--- src/rtl/mem_bus_pkg.sv ---
/*
 * Memory read bus definitions: field widths, vector types,
 * and the request and response structs used by every stage
 */

`default_nettype none

package mem_bus_pkg;

  localparam int MEM_DATA_WIDTH = 32;
  localparam int MEM_ADDR_WIDTH = 32;
  localparam int MEM_ID_WIDTH   = 2;
  // Holds the beat count minus one
  localparam int MEM_LEN_WIDTH  = 2;

  typedef logic [MEM_ADDR_WIDTH-1:0] mem_addr_t;
  typedef logic [MEM_DATA_WIDTH-1:0] mem_data_t;
  typedef logic [MEM_ID_WIDTH-1:0]   mem_id_t;
  typedef logic [MEM_LEN_WIDTH-1:0]  mem_len_t;

  // Read request toward memory
  typedef struct packed {
    mem_addr_t addr;
    mem_len_t  len;
    mem_id_t   id;
  } mem_req_t;

  // One read beat from memory
  typedef struct packed {
    mem_data_t data;
    mem_id_t   id;
    logic      last;
  } mem_resp_t;

endpackage

`default_nettype wire

--- src/rtl/cache_cfg_pkg.sv ---
/*
 * Instruction cache line geometry and the transaction ID
 * split between the instruction and data caches
 */

`default_nettype none

package cache_cfg_pkg;
  import mem_bus_pkg::*;

  localparam int ICACHE_LINE_WIDTH     = 128;
  localparam int ICACHE_BEATS          = ICACHE_LINE_WIDTH / MEM_DATA_WIDTH;
  localparam int ICACHE_OFFSET_BITS    = $clog2(ICACHE_LINE_WIDTH / 8);
  localparam int ICACHE_BEAT_IDX_WIDTH = $clog2(ICACHE_BEATS);

  typedef logic [MEM_ADDR_WIDTH-ICACHE_OFFSET_BITS-1:0] icache_line_addr_t;
  typedef logic [ICACHE_LINE_WIDTH-1:0]                 icache_line_t;

  // Reserved for instruction refills, data cache uses 1 to 3
  localparam mem_id_t ICACHE_MEM_ID = mem_id_t'(0);

endpackage

`default_nettype wire

--- src/rtl/cache_mem_bridge.sv ---
/*
 * Cache refill bridge top: instruction request build, read
 * arbitration, response routing and instruction line upsizing
 */

`timescale 1ns/1ps
`default_nettype none

module cache_mem_bridge
  import mem_bus_pkg::*;
  import cache_cfg_pkg::*;
(
  input  wire logic              clk_i,
  input  wire logic              rst_ni,

  // Instruction cache
  input  wire logic              icache_req_valid_i,
  input  wire icache_line_addr_t icache_line_addr_i,
  output logic                   icache_resp_valid_o,
  output icache_line_t           icache_line_o,

  // Data cache
  input  wire logic              dcache_req_valid_i,
  input  wire mem_req_t          dcache_req_i,
  output logic                   dcache_resp_valid_o,
  output mem_resp_t              dcache_resp_o,

  // Memory read bus
  output logic                   mem_req_valid_o,
  output mem_req_t               mem_req_o,
  input  wire logic              mem_resp_valid_i,
  input  wire mem_resp_t         mem_resp_i
);

  logic      ireq_valid;
  mem_req_t  ireq;
  logic      ibeat_valid;
  mem_resp_t ibeat;

  icache_req_format i_icache_req_format (
    .clk_i              (clk_i),
    .rst_ni             (rst_ni),
    .icache_req_valid_i (icache_req_valid_i),
    .icache_line_addr_i (icache_line_addr_i),
    .req_valid_o        (ireq_valid),
    .req_o              (ireq)
  );

  read_req_arbiter i_read_req_arbiter (
    .clk_i          (clk_i),
    .rst_ni         (rst_ni),
    .icache_valid_i (ireq_valid),
    .icache_req_i   (ireq),
    .dcache_valid_i (dcache_req_valid_i),
    .dcache_req_i   (dcache_req_i),
    .req_valid_o    (mem_req_valid_o),
    .req_o          (mem_req_o)
  );

  read_resp_router i_read_resp_router (
    .clk_i               (clk_i),
    .rst_ni              (rst_ni),
    .resp_valid_i        (mem_resp_valid_i),
    .resp_i              (mem_resp_i),
    .icache_beat_valid_o (ibeat_valid),
    .icache_beat_o       (ibeat),
    .dcache_resp_valid_o (dcache_resp_valid_o),
    .dcache_resp_o       (dcache_resp_o)
  );

  refill_upsizer i_refill_upsizer (
    .clk_i        (clk_i),
    .rst_ni       (rst_ni),
    .beat_valid_i (ibeat_valid),
    .beat_i       (ibeat),
    .line_valid_o (icache_resp_valid_o),
    .line_o       (icache_line_o)
  );

endmodule

`default_nettype wire

--- src/rtl/icache_req_format.sv ---
/*
 * Instruction miss request stage: registers the line address
 * and builds a full line burst request with the reserved ID
 */

`timescale 1ns/1ps
`default_nettype none

module icache_req_format
  import mem_bus_pkg::*;
  import cache_cfg_pkg::*;
(
  input  wire logic              clk_i,
  input  wire logic              rst_ni,

  input  wire logic              icache_req_valid_i,
  input  wire icache_line_addr_t icache_line_addr_i,

  output logic                   req_valid_o,
  output mem_req_t               req_o
);

  logic     req_valid_q;
  mem_req_t req_q;

  always_ff @(posedge clk_i) begin
    if (!rst_ni) begin
      req_valid_q <= 1'b0;
    end else begin
      req_valid_q <= icache_req_valid_i;
    end
  end

  // Whole line burst, line aligned
  always_ff @(posedge clk_i) begin
    if (icache_req_valid_i) begin
      req_q.addr <= {icache_line_addr_i, {ICACHE_OFFSET_BITS{1'b0}}};
      req_q.len  <= mem_len_t'(ICACHE_BEATS - 1);
      req_q.id   <= ICACHE_MEM_ID;
    end
  end

  assign req_valid_o = req_valid_q;
  assign req_o       = req_q;

endmodule

`default_nettype wire

--- src/rtl/read_req_arbiter.sv ---
/*
 * Fixed-priority read request arbiter, data cache first,
 * with a one-entry hold slot for a losing instruction request
 */

`timescale 1ns/1ps
`default_nettype none

module read_req_arbiter
  import mem_bus_pkg::*;
(
  input  wire logic     clk_i,
  input  wire logic     rst_ni,

  input  wire logic     icache_valid_i,
  input  wire mem_req_t icache_req_i,
  input  wire logic     dcache_valid_i,
  input  wire mem_req_t dcache_req_i,

  output logic          req_valid_o,
  output mem_req_t      req_o
);

  logic     hold_valid_q, hold_valid_d;
  mem_req_t hold_req_q, hold_req_d;
  logic     grant_valid;
  mem_req_t grant_req;
  logic     req_valid_q;
  mem_req_t req_q;

  // Priority: data request, then parked request, then new instruction request
  always_comb begin
    grant_valid  = 1'b0;
    grant_req    = dcache_req_i;
    hold_valid_d = hold_valid_q;
    hold_req_d   = hold_req_q;
    if (dcache_valid_i) begin
      grant_valid = 1'b1;
      if (icache_valid_i) begin
        hold_valid_d = 1'b1;
        hold_req_d   = icache_req_i;
      end
    end else if (hold_valid_q) begin
      grant_valid  = 1'b1;
      grant_req    = hold_req_q;
      hold_valid_d = icache_valid_i;
      hold_req_d   = icache_req_i;
    end else if (icache_valid_i) begin
      grant_valid = 1'b1;
      grant_req   = icache_req_i;
    end
  end

  always_ff @(posedge clk_i) begin
    if (!rst_ni) begin
      hold_valid_q <= 1'b0;
      req_valid_q  <= 1'b0;
    end else begin
      hold_valid_q <= hold_valid_d;
      req_valid_q  <= grant_valid;
    end
  end

  always_ff @(posedge clk_i) begin
    hold_req_q <= hold_req_d;
    if (grant_valid) begin
      req_q <= grant_req;
    end
  end

  assign req_valid_o = req_valid_q;
  assign req_o       = req_q;

endmodule

`default_nettype wire

--- src/rtl/read_resp_router.sv ---
/*
 * Read response router: registers each memory beat onto the
 * instruction refill path or the data cache path by its ID
 */

`timescale 1ns/1ps
`default_nettype none

module read_resp_router
  import mem_bus_pkg::*;
  import cache_cfg_pkg::*;
(
  input  wire logic      clk_i,
  input  wire logic      rst_ni,

  input  wire logic      resp_valid_i,
  input  wire mem_resp_t resp_i,

  output logic           icache_beat_valid_o,
  output mem_resp_t      icache_beat_o,
  output logic           dcache_resp_valid_o,
  output mem_resp_t      dcache_resp_o
);

  logic      is_icache;
  logic      icache_valid_q;
  logic      dcache_valid_q;
  mem_resp_t beat_q;

  assign is_icache = (resp_i.id == ICACHE_MEM_ID);

  always_ff @(posedge clk_i) begin
    if (!rst_ni) begin
      icache_valid_q <= 1'b0;
      dcache_valid_q <= 1'b0;
    end else begin
      icache_valid_q <= resp_valid_i & is_icache;
      dcache_valid_q <= resp_valid_i & ~is_icache;
    end
  end

  // One payload register, the strobes select the owner
  always_ff @(posedge clk_i) begin
    if (resp_valid_i) begin
      beat_q <= resp_i;
    end
  end

  assign icache_beat_valid_o = icache_valid_q;
  assign icache_beat_o       = beat_q;
  assign dcache_resp_valid_o = dcache_valid_q;
  assign dcache_resp_o       = beat_q;

endmodule

`default_nettype wire

--- src/rtl/refill_upsizer.sv ---
/*
 * Instruction refill upsizer: collects narrow beats into
 * a full cache line and strobes it after the last beat
 */

`timescale 1ns/1ps
`default_nettype none

module refill_upsizer
  import mem_bus_pkg::*;
  import cache_cfg_pkg::*;
(
  input  wire logic      clk_i,
  input  wire logic      rst_ni,

  input  wire logic      beat_valid_i,
  input  wire mem_resp_t beat_i,

  output logic           line_valid_o,
  output icache_line_t   line_o
);

  logic [ICACHE_BEAT_IDX_WIDTH-1:0] beat_idx_q;
  logic                             line_valid_q;
  icache_line_t                     line_q;

  always_ff @(posedge clk_i) begin
    if (!rst_ni) begin
      beat_idx_q   <= '0;
      line_valid_q <= 1'b0;
    end else begin
      line_valid_q <= beat_valid_i & beat_i.last;
      if (beat_valid_i) begin
        // Restart at slot 0 for the next burst
        if (beat_i.last) begin
          beat_idx_q <= '0;
        end else begin
          beat_idx_q <= beat_idx_q + 1'b1;
        end
      end
    end
  end

  // First beat lands in the low word
  always_ff @(posedge clk_i) begin
    if (beat_valid_i) begin
      line_q[beat_idx_q*MEM_DATA_WIDTH +: MEM_DATA_WIDTH] <= beat_i.data;
    end
  end

  assign line_valid_o = line_valid_q;
  assign line_o       = line_q;

endmodule

`default_nettype wire

--- config.mk ---
export PLATFORM = sky130hd
export DESIGN_NAME = cache_mem_bridge
export DESIGN_NICKNAME = d
export VERILOG_FILES = /design/src/rtl/mem_bus_pkg.sv /design/src/rtl/cache_cfg_pkg.sv /design/src/rtl/cache_mem_bridge.sv /design/src/rtl/icache_req_format.sv /design/src/rtl/read_req_arbiter.sv /design/src/rtl/read_resp_router.sv /design/src/rtl/refill_upsizer.sv
export SDC_FILE = /design/constraint.sdc
export NUM_CORES = 1
export LEC_CHECK = 0
export ABC_CLOCK_PERIOD_IN_PS = 2900
export BUFFER_PORTS_ARGS = -buffer_cell sky130_fd_sc_hd__buf_2
export CORE_MARGIN = 4
export CORE_UTILIZATION = 38
export CTS_BUF_LIST = sky130_fd_sc_hd__clkbuf_16
export DETAILED_ROUTE_END_ITERATION = 10
export PLACE_DENSITY = 0.65
export SETUP_SLACK_MARGIN = 0.1
export SYNTH_ARGS = -nofsm -noshare
export SYNTH_HDL_FRONTEND = slang
export SYNTH_SLANG_ARGS = --single-unit
--- constraint.sdc ---
create_clock -name clk_i -period 2.9 [get_ports clk_i]
set_input_delay 0.145 -clock clk_i [delete_from_list [all_inputs] [get_ports clk_i]]
set_output_delay 0.145 -clock clk_i [all_outputs]
set_load 0.01 [all_outputs]
==> qor.csv, run 1 <==
stage,metric,value,unit
worst_setup_path,CP Capture Type,flop,
worst_setup_path,WP data arrival,2.80,ns
power_and_ir_drop,Leak,5.58,nW
yosys,"EDFF count, synth",255,
grt,largest net degree at the start of global routing,65,
yosys,ys async rst share,0,
routing,ANT nets after route,0,
clock_tree,CTS buffer count,28,
clock_tree,Post-CTS Setup Inserts,0,
worst_setup_path,Top delay family on crit path,simple AND/OR/NAND/NOR gates,
worst_setup_path,CP max stage delay,1.02,ns
outcome,outcome,"finished, final reports clean",
yosys,post-synth top area share,0.797,
clock_tree,H-Tree Depth,1,
yosys,top_reg_cell synth,edfxtp_1,
routing,DRC errors left,0,
grt,vias in the first global route,6461,
yosys,"Seq/Total Area, Yosys",0.814,
yosys,synthesized area,9610,sq um
yosys,synth unique cells,28,
yosys,most area-hungry cell type in the Yosys netlist,edfxtp_1,
grt,Total GRT Usage,0.181,
grt,Congestion Overflow GR,0,
clock_tree,clock transition at the registers of the reported paths,0.06,ns
routing,Vias per Instance,4.82,
cells_and_area,n_diodes,0,
worst_setup_path,CP bufs+invs,1,
flow_run,Max Cap Viol,0,
worst_setup_path,crit path max fanout,64,
cells_and_area,layout cells sized above 1,0.368,
routing,drt first pass iters,6,
floorplan,Boundary Pins,306,
timing,slew margin rel.,0.189,
power_and_ir_drop,VDD IR max,443,uV
clock_tree,Root Buffer,clkbuf_16,
placement,IO Port Bufs,305,
floorplan,Initial Util,0.390,
timing,RSZ-0062 raised after global routing,false,
yosys,"flops & latches, synth",263,
power_and_ir_drop,power per cell area,633,nW/um^2
placement,GPL Wtd Cong,0.796,
clock_tree,Max clock buf depth,3,
worst_setup_path,WP data required,3.31,ns
clock_tree,TritonCTS clock tree,yes,
yosys,Yosys warning count,0,
worst_setup_path,Crit-path slowest cell,nor2b_4,
floorplan,Die W,167,microns
floorplan,Die Y,167,microns
timing,final worst setup slack,0.507,ns
yosys,cells after synthesis,559,
timing,clk_skew,0.0222,ns
routing,WL per Instance,19.9,microns
min_path,hold crit path type,primary input to flop,
yosys,Post-Syn Area per Cell,17.2,sq um
yosys,total nets after synthesis,668,
timing,fmax,0.418,GHz
timing,final setup fails,0,
placement,pre-CTS setup slack,0.548,ns
timing,pin slew with the least headroom to its limit,1.21,ns
grt,first-pass GRT wire length,39.4,mm
timing,Final period util,0.825,
floorplan,CORE AREA,24600,sq um
worst_setup_path,CP Class,flop to flop,
cells_and_area,fin nets,1083,
timing,final hold violations,0,
timing,Final Max Slew Viols,0,
routing,Post-Route WL,26.3,mm
yosys,Area contributors post-synth,"edfxtp_1 80%, and2_1 4.9%, and3_1 4.2%, o32ai_1 2.5%, dfxtp_1 1.7%",
worst_setup_path,Startpoint Class,flop,
floorplan,# rows,57,
clock_tree,Clock Sinks,263,
cells_and_area,area delta synth->final,39.7,%
floorplan,DIE AREA,27900,sq um
clock_tree,worst skew pair latency,0.54,ns
grt,initial antenna violation count,0,
routing,detailed-route via count,6357,
worst_setup_path,critical path cell sequence,"inv_1, ha_1, nor2b_4, and4bb_2",
placement,DPL Wire Length,16.9,mm
routing,initial drt markers,502,
cells_and_area,FILL cells,1960,
timing,Tmin final,2.39,ns
timing,setup_tns,0,ns
## cell families after synthesis
kind of cell    count (synthesis)  share of synthesized area
fa+ha+maj                       5                    0.00651
simple gates                  193                      0.119
compound gates                 60                     0.0425
flops                         263                      0.814
mux                             1                    0.00104
buf+inv                        37                     0.0173
## cells in the final DEF, fill, tap and decap left out, drive strengths merged, types with 10 or more instances in the layout
| cell type | synthesis | routed |
|---|---|---|
| dlygate4sd3 | 0 | 101 |
| clkbuf | 16 | 28 |
| buf | 17 | 317 |
| clkinv | 0 | 10 |
| o32ai | 27 | 27 |
| edfxtp | 255 | 255 |
| nor2 | 32 | 32 |
| and3 | 64 | 64 |
| and2 | 76 | 76 |
| inv | 4 | 11 |
| a21oi | 28 | 28 |
## routing by layer
metal  global-route usage  vias up  wire [microns]
met3               0.0325       47            1670
met5                    0        -               0
li1                     -     2952               -
met2                0.318      273           13500
met4               0.0544        0             747
met1                0.229     3085           10300
## worst paths after layout
| path | from | endpoint | slack (ns) | depth (start not counted) |
|---|---|---|---|---|
| max | i_refill_upsizer.beat_idx_q[1] | i_refill_upsizer.line_o[73] | 0.51 | 4 |
| min | dcache_req_valid_i | i_read_req_arbiter.hold_valid_q | 0.05 | 3 |
| max reg2reg | i_refill_upsizer.beat_idx_q[1] | i_refill_upsizer.line_o[73] | 0.51 | 4 |
| min reg2reg | i_icache_req_format.req_o[32] | i_read_req_arbiter.hold_req_q[32] | 0.46 | 0 |
## report_power, final
group          total, W  leakage [nW]  switching [W]  internal (W)
Sequential      0.00444          2.55      0.0000959       0.00434
Clock           0.00351         0.467        0.00141       0.00210
Combinational  0.000549          2.57       0.000283      0.000265
Total           0.00850          5.58        0.00179       0.00671
## what timing repair did
item,in CTS,in global routing
gates resized for setup,0,0
hold endpoints to repair,106,0
hold buffers,101,0
## through the flow
stage | util | std cells | total power, W | hold slack [ns] | instance area [sq um]
after floorplan | - | 559 | 0.00468 | 0.222 | 9610
after global placement | 0.467 | 1167 | 0.00494 | 0.322 | 11500
after detailed placement | 0.467 | 1167 | 0.00496 | 0.323 | 11500
after CTS | 0.545 | 1319 | 0.00859 | 0.0228 | 13400
after global routing | 0.545 | 1319 | 0.00882 | 0.0920 | 13400
final | 0.545 | 1319 | 0.00850 | 0.0458 | 13400
## worst min-delay path, stage by stage
cell and delay (ns):
buf_2 0.19, nand2_1 0.11, a21boi_0 0.07
## final cells by class
| type | count | area, sq um | share of cell area |
|---|---|---|---|
| timing repair buffer | 418 | 2630 | 0.196 |
| multi-input combinational | 259 | 1640 | 0.122 |
| clock buffer | 28 | 701 | 0.0522 |
| tap | 324 | 405 | 0.0302 |
| inverter | 4 | 15.0 | 0.00112 |
| sequential | 263 | 7820 | 0.583 |
| clock inverter | 23 | 215 | 0.0160 |
## cells in the mapped netlist, types with 2 or more instances
cell type,number
clkbuf_1,11
and2_1,76
and3_1,64
clkbuf_2,5
edfxtp_1,255
nor2b_1,2
a21oi_1,28
o22ai_1,3
nor2_1,32
dfxtp_1,8
buf_2,17
ha_1,5
nand2b_1,5
o32ai_1,27
and4bb_2,2
inv_1,3
nand2_1,5
## flip-flops by register name (all words and copies together), names as in the netlist
register                                cells
i_icache_req_format.req_o                  28
i_icache_req_format.req_valid_o             1
i_read_req_arbiter.hold_req_q              28
i_read_req_arbiter.hold_valid_q             1
i_read_req_arbiter.req_o                   36
i_read_req_arbiter.req_valid_o              1
i_read_resp_router.dcache_resp_o           35
i_read_resp_router.dcache_resp_valid_o      1
i_read_resp_router.icache_beat_valid_o      1
i_refill_upsizer.beat_idx_q                 2
i_refill_upsizer.line_o                   128
i_refill_upsizer.line_valid_o               1
Note: power is estimated with default switching activity, not from simulation.
==> inputs of run 2 (changes only) <==
--- a/config.mk
+++ b/config.mk
@@ -5,13 +5,13 @@
 export SDC_FILE = /design/constraint.sdc
 export NUM_CORES = 1
 export LEC_CHECK = 0
-export ABC_CLOCK_PERIOD_IN_PS = 2900
+export ABC_CLOCK_PERIOD_IN_PS = 2150
 export BUFFER_PORTS_ARGS = -buffer_cell sky130_fd_sc_hd__buf_2
 export CORE_MARGIN = 4
 export CORE_UTILIZATION = 38
 export CTS_BUF_LIST = sky130_fd_sc_hd__clkbuf_16
 export DETAILED_ROUTE_END_ITERATION = 10
-export PLACE_DENSITY = 0.65
+export PLACE_DENSITY = 0.67
 export SETUP_SLACK_MARGIN = 0.1
 export SYNTH_ARGS = -nofsm -noshare
 export SYNTH_HDL_FRONTEND = slang
==> constraint.sdc (replaced) <==
create_clock -name clk_i -period 2.15 [get_ports clk_i]
set_input_delay 0.1075 -clock clk_i [delete_from_list [all_inputs] [get_ports clk_i]]
set_output_delay 0.1075 -clock clk_i [all_outputs]
set_load 0.01 [all_outputs]
==> qor.csv, run 2 (same netlist as run 1, synthesis figures left out) <==
stage,metric,value,unit,change
cells_and_area,FILL cells,1930,,-1.5%
grt,first-pass GRT wire length,40.0,mm,+1.6%
timing,clk_skew,0.0151,ns,-0.00709 ns
clock_tree,H-Tree Depth,1,,unchanged
routing,Vias per Instance,4.90,,+1.6%
timing,final worst setup slack,0.154,ns,-0.353 ns
cells_and_area,area delta synth->final,42.4,%,
outcome,outcome,"finished, final reports clean",,
worst_setup_path,CP Capture Type,flop,,
cells_and_area,n_diodes,0,,unchanged
worst_setup_path,WP data arrival,2.38,ns,-0.42 ns
clock_tree,Root Buffer,clkbuf_16,,
clock_tree,TritonCTS clock tree,yes,,
floorplan,Die W,167,microns,unchanged
power_and_ir_drop,Switching Share,0.210,,-0.000931
power_and_ir_drop,VDD IR max,684,uV,+54%
floorplan,Boundary Pins,306,,unchanged
timing,Final period util,0.928,,+0.103
floorplan,# rows,57,,unchanged
worst_setup_path,WP data required,2.53,ns,-0.78 ns
placement,DPL Wire Length,16.8,mm,-0.34%
power_and_ir_drop,Psw,0.00246,W,+38%
power_and_ir_drop,cell-internal power,0.00928,W,+38%
min_path,hold path depth,1,,-2
timing,pin slew with the least headroom to its limit,0.852,ns,-0.362 ns
floorplan,CORE AREA,24600,sq um,unchanged
cells_and_area,"commonest cells after routing, fill and taps aside","305 x buf_2, 255 x edfxtp_1, 103 x dlygate4sd3_1, 72 x and2_1, 64 x and3_1",,
timing,final setup fails,0,,unchanged
placement,GPL Wtd Cong,0.821,,+3.2%
placement,pre-CTS setup slack,-0.0105,ns,-0.559 ns
power_and_ir_drop,Seq pwr share,0.509,,-0.013
cells_and_area,area of the multi-input gates,1660,sq um,+1.6%
routing,DRC errors left,0,,unchanged
clock_tree,Clock Sinks,263,,unchanged
worst_setup_path,Startpoint Class,flop,,
clock_tree,Max clock buf depth,3,,unchanged
worst_setup_path,R2R depth,4,,unchanged
floorplan,DIE AREA,27900,sq um,unchanged
grt,largest net degree at the start of global routing,33,,-49%
clock_tree,clock transition at the registers of the reported paths,0.06,ns,about the same
routing,drt first pass iters,5,,-1
routing,initial drt markers,582,,+16%
grt,initial antenna violation count,0,,unchanged
floorplan,Die Y,167,microns,unchanged
cells_and_area,"most common cell after layout, fill and taps aside",buf_2,,
cells_and_area,max reg flops,128,,unchanged
power_and_ir_drop,Clock power frac,0.425,,+0.011
clock_tree,worst skew pair latency,0.53,ns,about the same
timing,Tmin final,2.00,ns,-0.397 ns
grt,Total GRT Usage,0.184,,+0.00311
cells_and_area,Seq. cell area,7820,sq um,unchanged
power_and_ir_drop,Leak,5.70,nW,+2.0%
timing,hold slack,0.176,ns,+0.130 ns
flow_run,Max Cap Viol,0,,unchanged
timing,slew margin rel.,0.432,,+0.243
timing,RSZ-0062 raised after global routing,true,,
grt,vias in the first global route,6735,,+4.2%
cells_and_area,layout cells sized above 1,0.382,,+0.0143
grt,Congestion Overflow GR,0,,unchanged
worst_setup_path,CP Class,flop to flop,,
routing,detailed-route via count,6531,,+2.7%
timing,final hold violations,0,,unchanged
routing,ANT nets after route,0,,unchanged
timing,Final Max Slew Viols,0,,unchanged
timing,fmax,0.501,GHz,+20%
placement,IO Port Bufs,305,,unchanged
clock_tree,CTS buffer count,28,,unchanged
power_and_ir_drop,Comb pwr share,0.066,,about the same
routing,WL per Instance,20.1,microns,+1.0%
routing,Post-Route WL,26.9,mm,+2.2%
cells_and_area,fin nets,1097,,+1.3%
worst_setup_path,crit path max fanout,16,,-75%
power_and_ir_drop,power per cell area,858,nW/um^2,+36%
min_path,hold crit path type,primary input to flop,,
timing,setup_tns,0,ns,unchanged
floorplan,Initial Util,0.390,,unchanged
-- run 2: changes by cell type in the layout (fill, tap and decap cells not counted), moves of 2 or more --
cell / change
buf_12: +7
clkinv_2: +6
inv_1: -4
buf_4: +3
clkinv_1: -3
dlygate4sd3_1: +2
-- run 2: final timing paths --
path | startpoint | end | slack [ns]
hold reg to reg | i_icache_req_format.req_o[26] | i_read_req_arbiter.hold_req_q[26] | 0.45
hold / removal | icache_req_valid_i | i_icache_req_format.req_o[18] | 0.18
setup / recovery | i_refill_upsizer.beat_idx_q[1] | i_refill_upsizer.line_o[76] | 0.15
setup reg to reg | i_refill_upsizer.beat_idx_q[1] | i_refill_upsizer.line_o[76] | 0.15
-- run 2: worst max-delay path, cell delays in order (launching register included) --
cell and delay, ns:
dfxtp_1 0.35, inv_1 0.09, ha_1 0.42, nor2b_2 0.73, and3_1 0.27
-- run 2: final cells by class --
type                       count  area share
sequential                   263       0.571
timing repair buffer         430       0.205
multi-input combinational    261       0.122
clock buffer                  29      0.0530
tap                          324      0.0296
clock inverter                23      0.0177
inverter                       4     0.00110
-- run 2: timing repair --
| item | CTS | global route |
|---|---|---|
| buffers inserted | 0 | 0 |
| hold endpoints to repair | 119 | 0 |
| hold buffers | 103 | 0 |
| endpoints found under the setup margin | 64 | 34 |
| gates cloned | 1 | 1 |
| gates resized for setup | 1 | 1 |
-- run 2: power groups by stage --
stage | logic, W | registers, W | clock network, W
6_report | 0.000772 | 0.00598 | 0.00499
5_1_grt | 0.000835 | 0.00600 | 0.00536
4_1_cts | 0.000765 | 0.00598 | 0.00510
3_5_place_dp | 0.000615 | 0.00608 | 0
3_3_place_gp | 0.000602 | 0.00608 | 0
2_1_floorplan | 0.000197 | 0.00611 | 0
-- run 2: metal layers --
metal / wire length [microns] / share of wire / global-route usage
met4: 1180 / 0.044 / 0.0843
met5: 0 / 0 / 0
met3: 1840 / 0.069 / 0.0348
met2: 13500 / 0.50 / 0.314
met1: 10300 / 0.38 / 0.227
-- run 2: stage by stage --
stage,area [sq um],total power (W),util,cells
2_1_floorplan,9610,0.00631,-,559
3_3_place_gp,11700,0.00668,0.474,1177
3_5_place_dp,11700,0.00670,0.474,1177
4_1_cts,13700,0.0118,0.556,1333
5_1_grt,13700,0.0122,0.556,1334
6_report,13700,0.0117,0.556,1334
==> inputs of run 3 (changes only) <==
--- a/config.mk
+++ b/config.mk
@@ -7,11 +7,13 @@
 export LEC_CHECK = 0
 export ABC_CLOCK_PERIOD_IN_PS = 2150
 export BUFFER_PORTS_ARGS = -buffer_cell sky130_fd_sc_hd__buf_2
+export CELL_PAD_IN_SITES_DETAIL_PLACEMENT = 1
+export CELL_PAD_IN_SITES_GLOBAL_PLACEMENT = 1
 export CORE_MARGIN = 4
-export CORE_UTILIZATION = 38
+export CORE_UTILIZATION = 37
 export CTS_BUF_LIST = sky130_fd_sc_hd__clkbuf_16
 export DETAILED_ROUTE_END_ITERATION = 10
-export PLACE_DENSITY = 0.67
+export PLACE_DENSITY = 0.77
 export SETUP_SLACK_MARGIN = 0.1
 export SYNTH_ARGS = -nofsm -noshare
 export SYNTH_HDL_FRONTEND = slang
==> qor.csv, run 3 (same netlist as run 1, synthesis figures left out) <==
stage,metric,value,unit,change
clock_tree,CTS buffer count,28,,unchanged
floorplan,CORE AREA,25300,sq um,+2.9%
worst_setup_path,WP data required,2.55,ns,+0.02 ns
timing,clk_skew,0.0147,ns,-0.000385 ns
clock_tree,clock transition at the registers of the reported paths,0.07,ns,about the same
worst_setup_path,CP Class,flop to flop,,
outcome,outcome,"finished, final reports clean",,
grt,Congestion Overflow GR,0,,unchanged
placement,IO Port Bufs,305,,unchanged
worst_setup_path,CP Launch Point,i_refill_upsizer.beat_idx_q[1],,
cells_and_area,FILL cells,2557,,+32%
worst_setup_path,crit path max fanout,43,,+27
cells_and_area,design area,13500,sq um,-1.2%
timing,Tmin final,1.86,ns,-0.134 ns
routing,WL per Instance,23.2,microns,+15%
timing,final worst setup slack,0.288,ns,+0.134 ns
placement,GPL Wtd Cong,0.808,,-1.5%
routing,Post-Route WL,30.9,mm,+15%
timing,Final Max Slew Viols,0,,unchanged
cells_and_area,area delta synth->final,40.7,%,
routing,initial drt markers,587,,+0.86%
floorplan,DIE AREA,28600,sq um,+2.6%
worst_setup_path,Top delay family on crit path,simple AND/OR/NAND/NOR gates,,
timing,hold slack,0.153,ns,-0.0230 ns
power_and_ir_drop,power per cell area,846,nW/um^2,-1.5%
timing,RSZ-0062 raised after global routing,false,,
cells_and_area,"most common cell after layout, fill and taps aside",buf_2,,
placement,DPL Wire Length,19.7,mm,+17%
floorplan,# rows,58,,+1.8%
clock_tree,Root Buffer,clkbuf_16,,
worst_setup_path,CP max stage delay,0.45,ns,-0.28 ns
power_and_ir_drop,Leak,5.62,nW,-1.4%
worst_setup_path,critical path cell sequence,"inv_1, ha_1, nor2b_4, buf_4, and4bb_2",,
timing,fmax,0.537,GHz,+7.2%
min_path,hold wc startpoint,icache_req_valid_i,,
power_and_ir_drop,overall power,0.0114,W,-2.7%
grt,first-pass GRT wire length,45.4,mm,+13%
timing,setup_tns,0,ns,unchanged
routing,Vias per Instance,5.05,,+3.0%
routing,ANT nets after route,0,,unchanged
timing,final hold violations,0,,unchanged
clock_tree,H-Tree Depth,1,,unchanged
routing,detailed-route via count,6715,,+2.8%
placement,"Cell Area, Placed",11600,sq um,-0.44%
worst_setup_path,Crit-path slowest cell,ha_1,,
worst_setup_path,Startpoint Class,flop,,
timing,final setup fails,0,,unchanged
placement,pre-CTS setup slack,0.150,ns,+0.161 ns
routing,DRC errors left,0,,unchanged
timing,pin slew with the least headroom to its limit,0.954,ns,+0.102 ns
worst_setup_path,CP bufs+invs,2,,+1
power_and_ir_drop,VDD IR max,533,uV,-22%
floorplan,Die W,169,microns,+1.3%
floorplan,Initial Util,0.379,,-0.0111
timing,Final period util,0.866,,-0.0621
cells_and_area,Seq. cell area,7820,sq um,unchanged
clock_tree,Clock Sinks,263,,unchanged
cells_and_area,layout cells sized above 1,0.368,,-0.0138
worst_setup_path,worst r2r src,i_refill_upsizer.beat_idx_q[1],,
cells_and_area,"commonest cells after routing, fill and taps aside","305 x buf_2, 255 x edfxtp_1, 102 x dlygate4sd3_1, 73 x and2_1, 64 x and3_1",,
worst_setup_path,WP data arrival,2.26,ns,-0.12 ns
clock_tree,TritonCTS clock tree,yes,,
min_path,hold crit path type,primary input to flop,,
grt,vias in the first global route,7287,,+8.2%
grt,largest net degree at the start of global routing,44,,+33%
clock_tree,Max clock buf depth,3,,unchanged
cells_and_area,fin nets,1088,,-0.82%
floorplan,Die Y,169,microns,+1.3%
cells_and_area,area of the multi-input gates,1640,sq um,-1.4%
grt,initial antenna violation count,2,,+2
clock_tree,worst skew pair latency,0.53,ns,about the same
grt,Total GRT Usage,0.208,,+0.0247
flow_run,Max Cap Viol,0,,unchanged
timing,slew margin rel.,0.364,,-0.0680
cells_and_area,max reg flops,128,,unchanged
floorplan,Boundary Pins,306,,unchanged
worst_setup_path,CP Capture Type,flop,,
routing,drt first pass iters,7,,+2
## run 3: worst paths after layout
check	end	depth (start not counted)	slack (ns)
hold / removal	i_icache_req_format.req_o[9]	1	0.15
hold reg to reg	i_read_req_arbiter.hold_req_q[29]	0	0.46
setup reg to reg	i_refill_upsizer.line_o[73]	5	0.29
setup / recovery	i_refill_upsizer.line_o[73]	5	0.29
## run 3: what timing repair did
| item | in CTS | in global routing |
|---|---|---|
| endpoints found under the setup margin | 0 | 27 |
| hold buffers | 102 | 0 |
| resized for setup | 0 | 1 |
| endpoints found under the hold margin | 107 | 0 |
| buffers inserted | 0 | 0 |
## run 3: report_power, final
group          total (W)  switching [W]  internal, W
Sequential       0.00601       0.000154      0.00585
Clock            0.00463        0.00192      0.00271
Combinational   0.000784       0.000413     0.000371
## run 3: worst reg2reg max path, delay by kind of cell (launching register included)
| family | cells | cell delay [ns] |
|---|---|---|
| buffers and inverters | 2 | 0.45 |
| DFF | 1 | 0.36 |
| and+or+nand+nor | 2 | 0.49 |
| adders and majority gates | 1 | 0.45 |
## run 3: final cells by class
cell class / count / share of cell area
timing repair buffer: 423 / 0.203
tap: 330 / 0.0306
clock inverter: 22 / 0.0133
antenna: 2 / 0.000370
multi-input combinational: 259 / 0.121
clock buffer: 28 / 0.0518
sequential: 263 / 0.578
inverter: 4 / 0.00111
## run 3: stage by stage
stage	util	cells
after CTS	0.533	1329
after global placement	0.458	1177
after global routing	0.534	1331
after detailed placement	0.458	1177
final	0.534	1331
after floorplan	-	559
## run 3: layer usage
layer  GRT usage  vias to the layer above  part of all wire
li1            -                     2958                 -
met1       0.240                     3412              0.36
met2       0.383                      268              0.54
met3      0.0382                       77             0.056
met4      0.0851                        0             0.045
met5           0                        -                 0
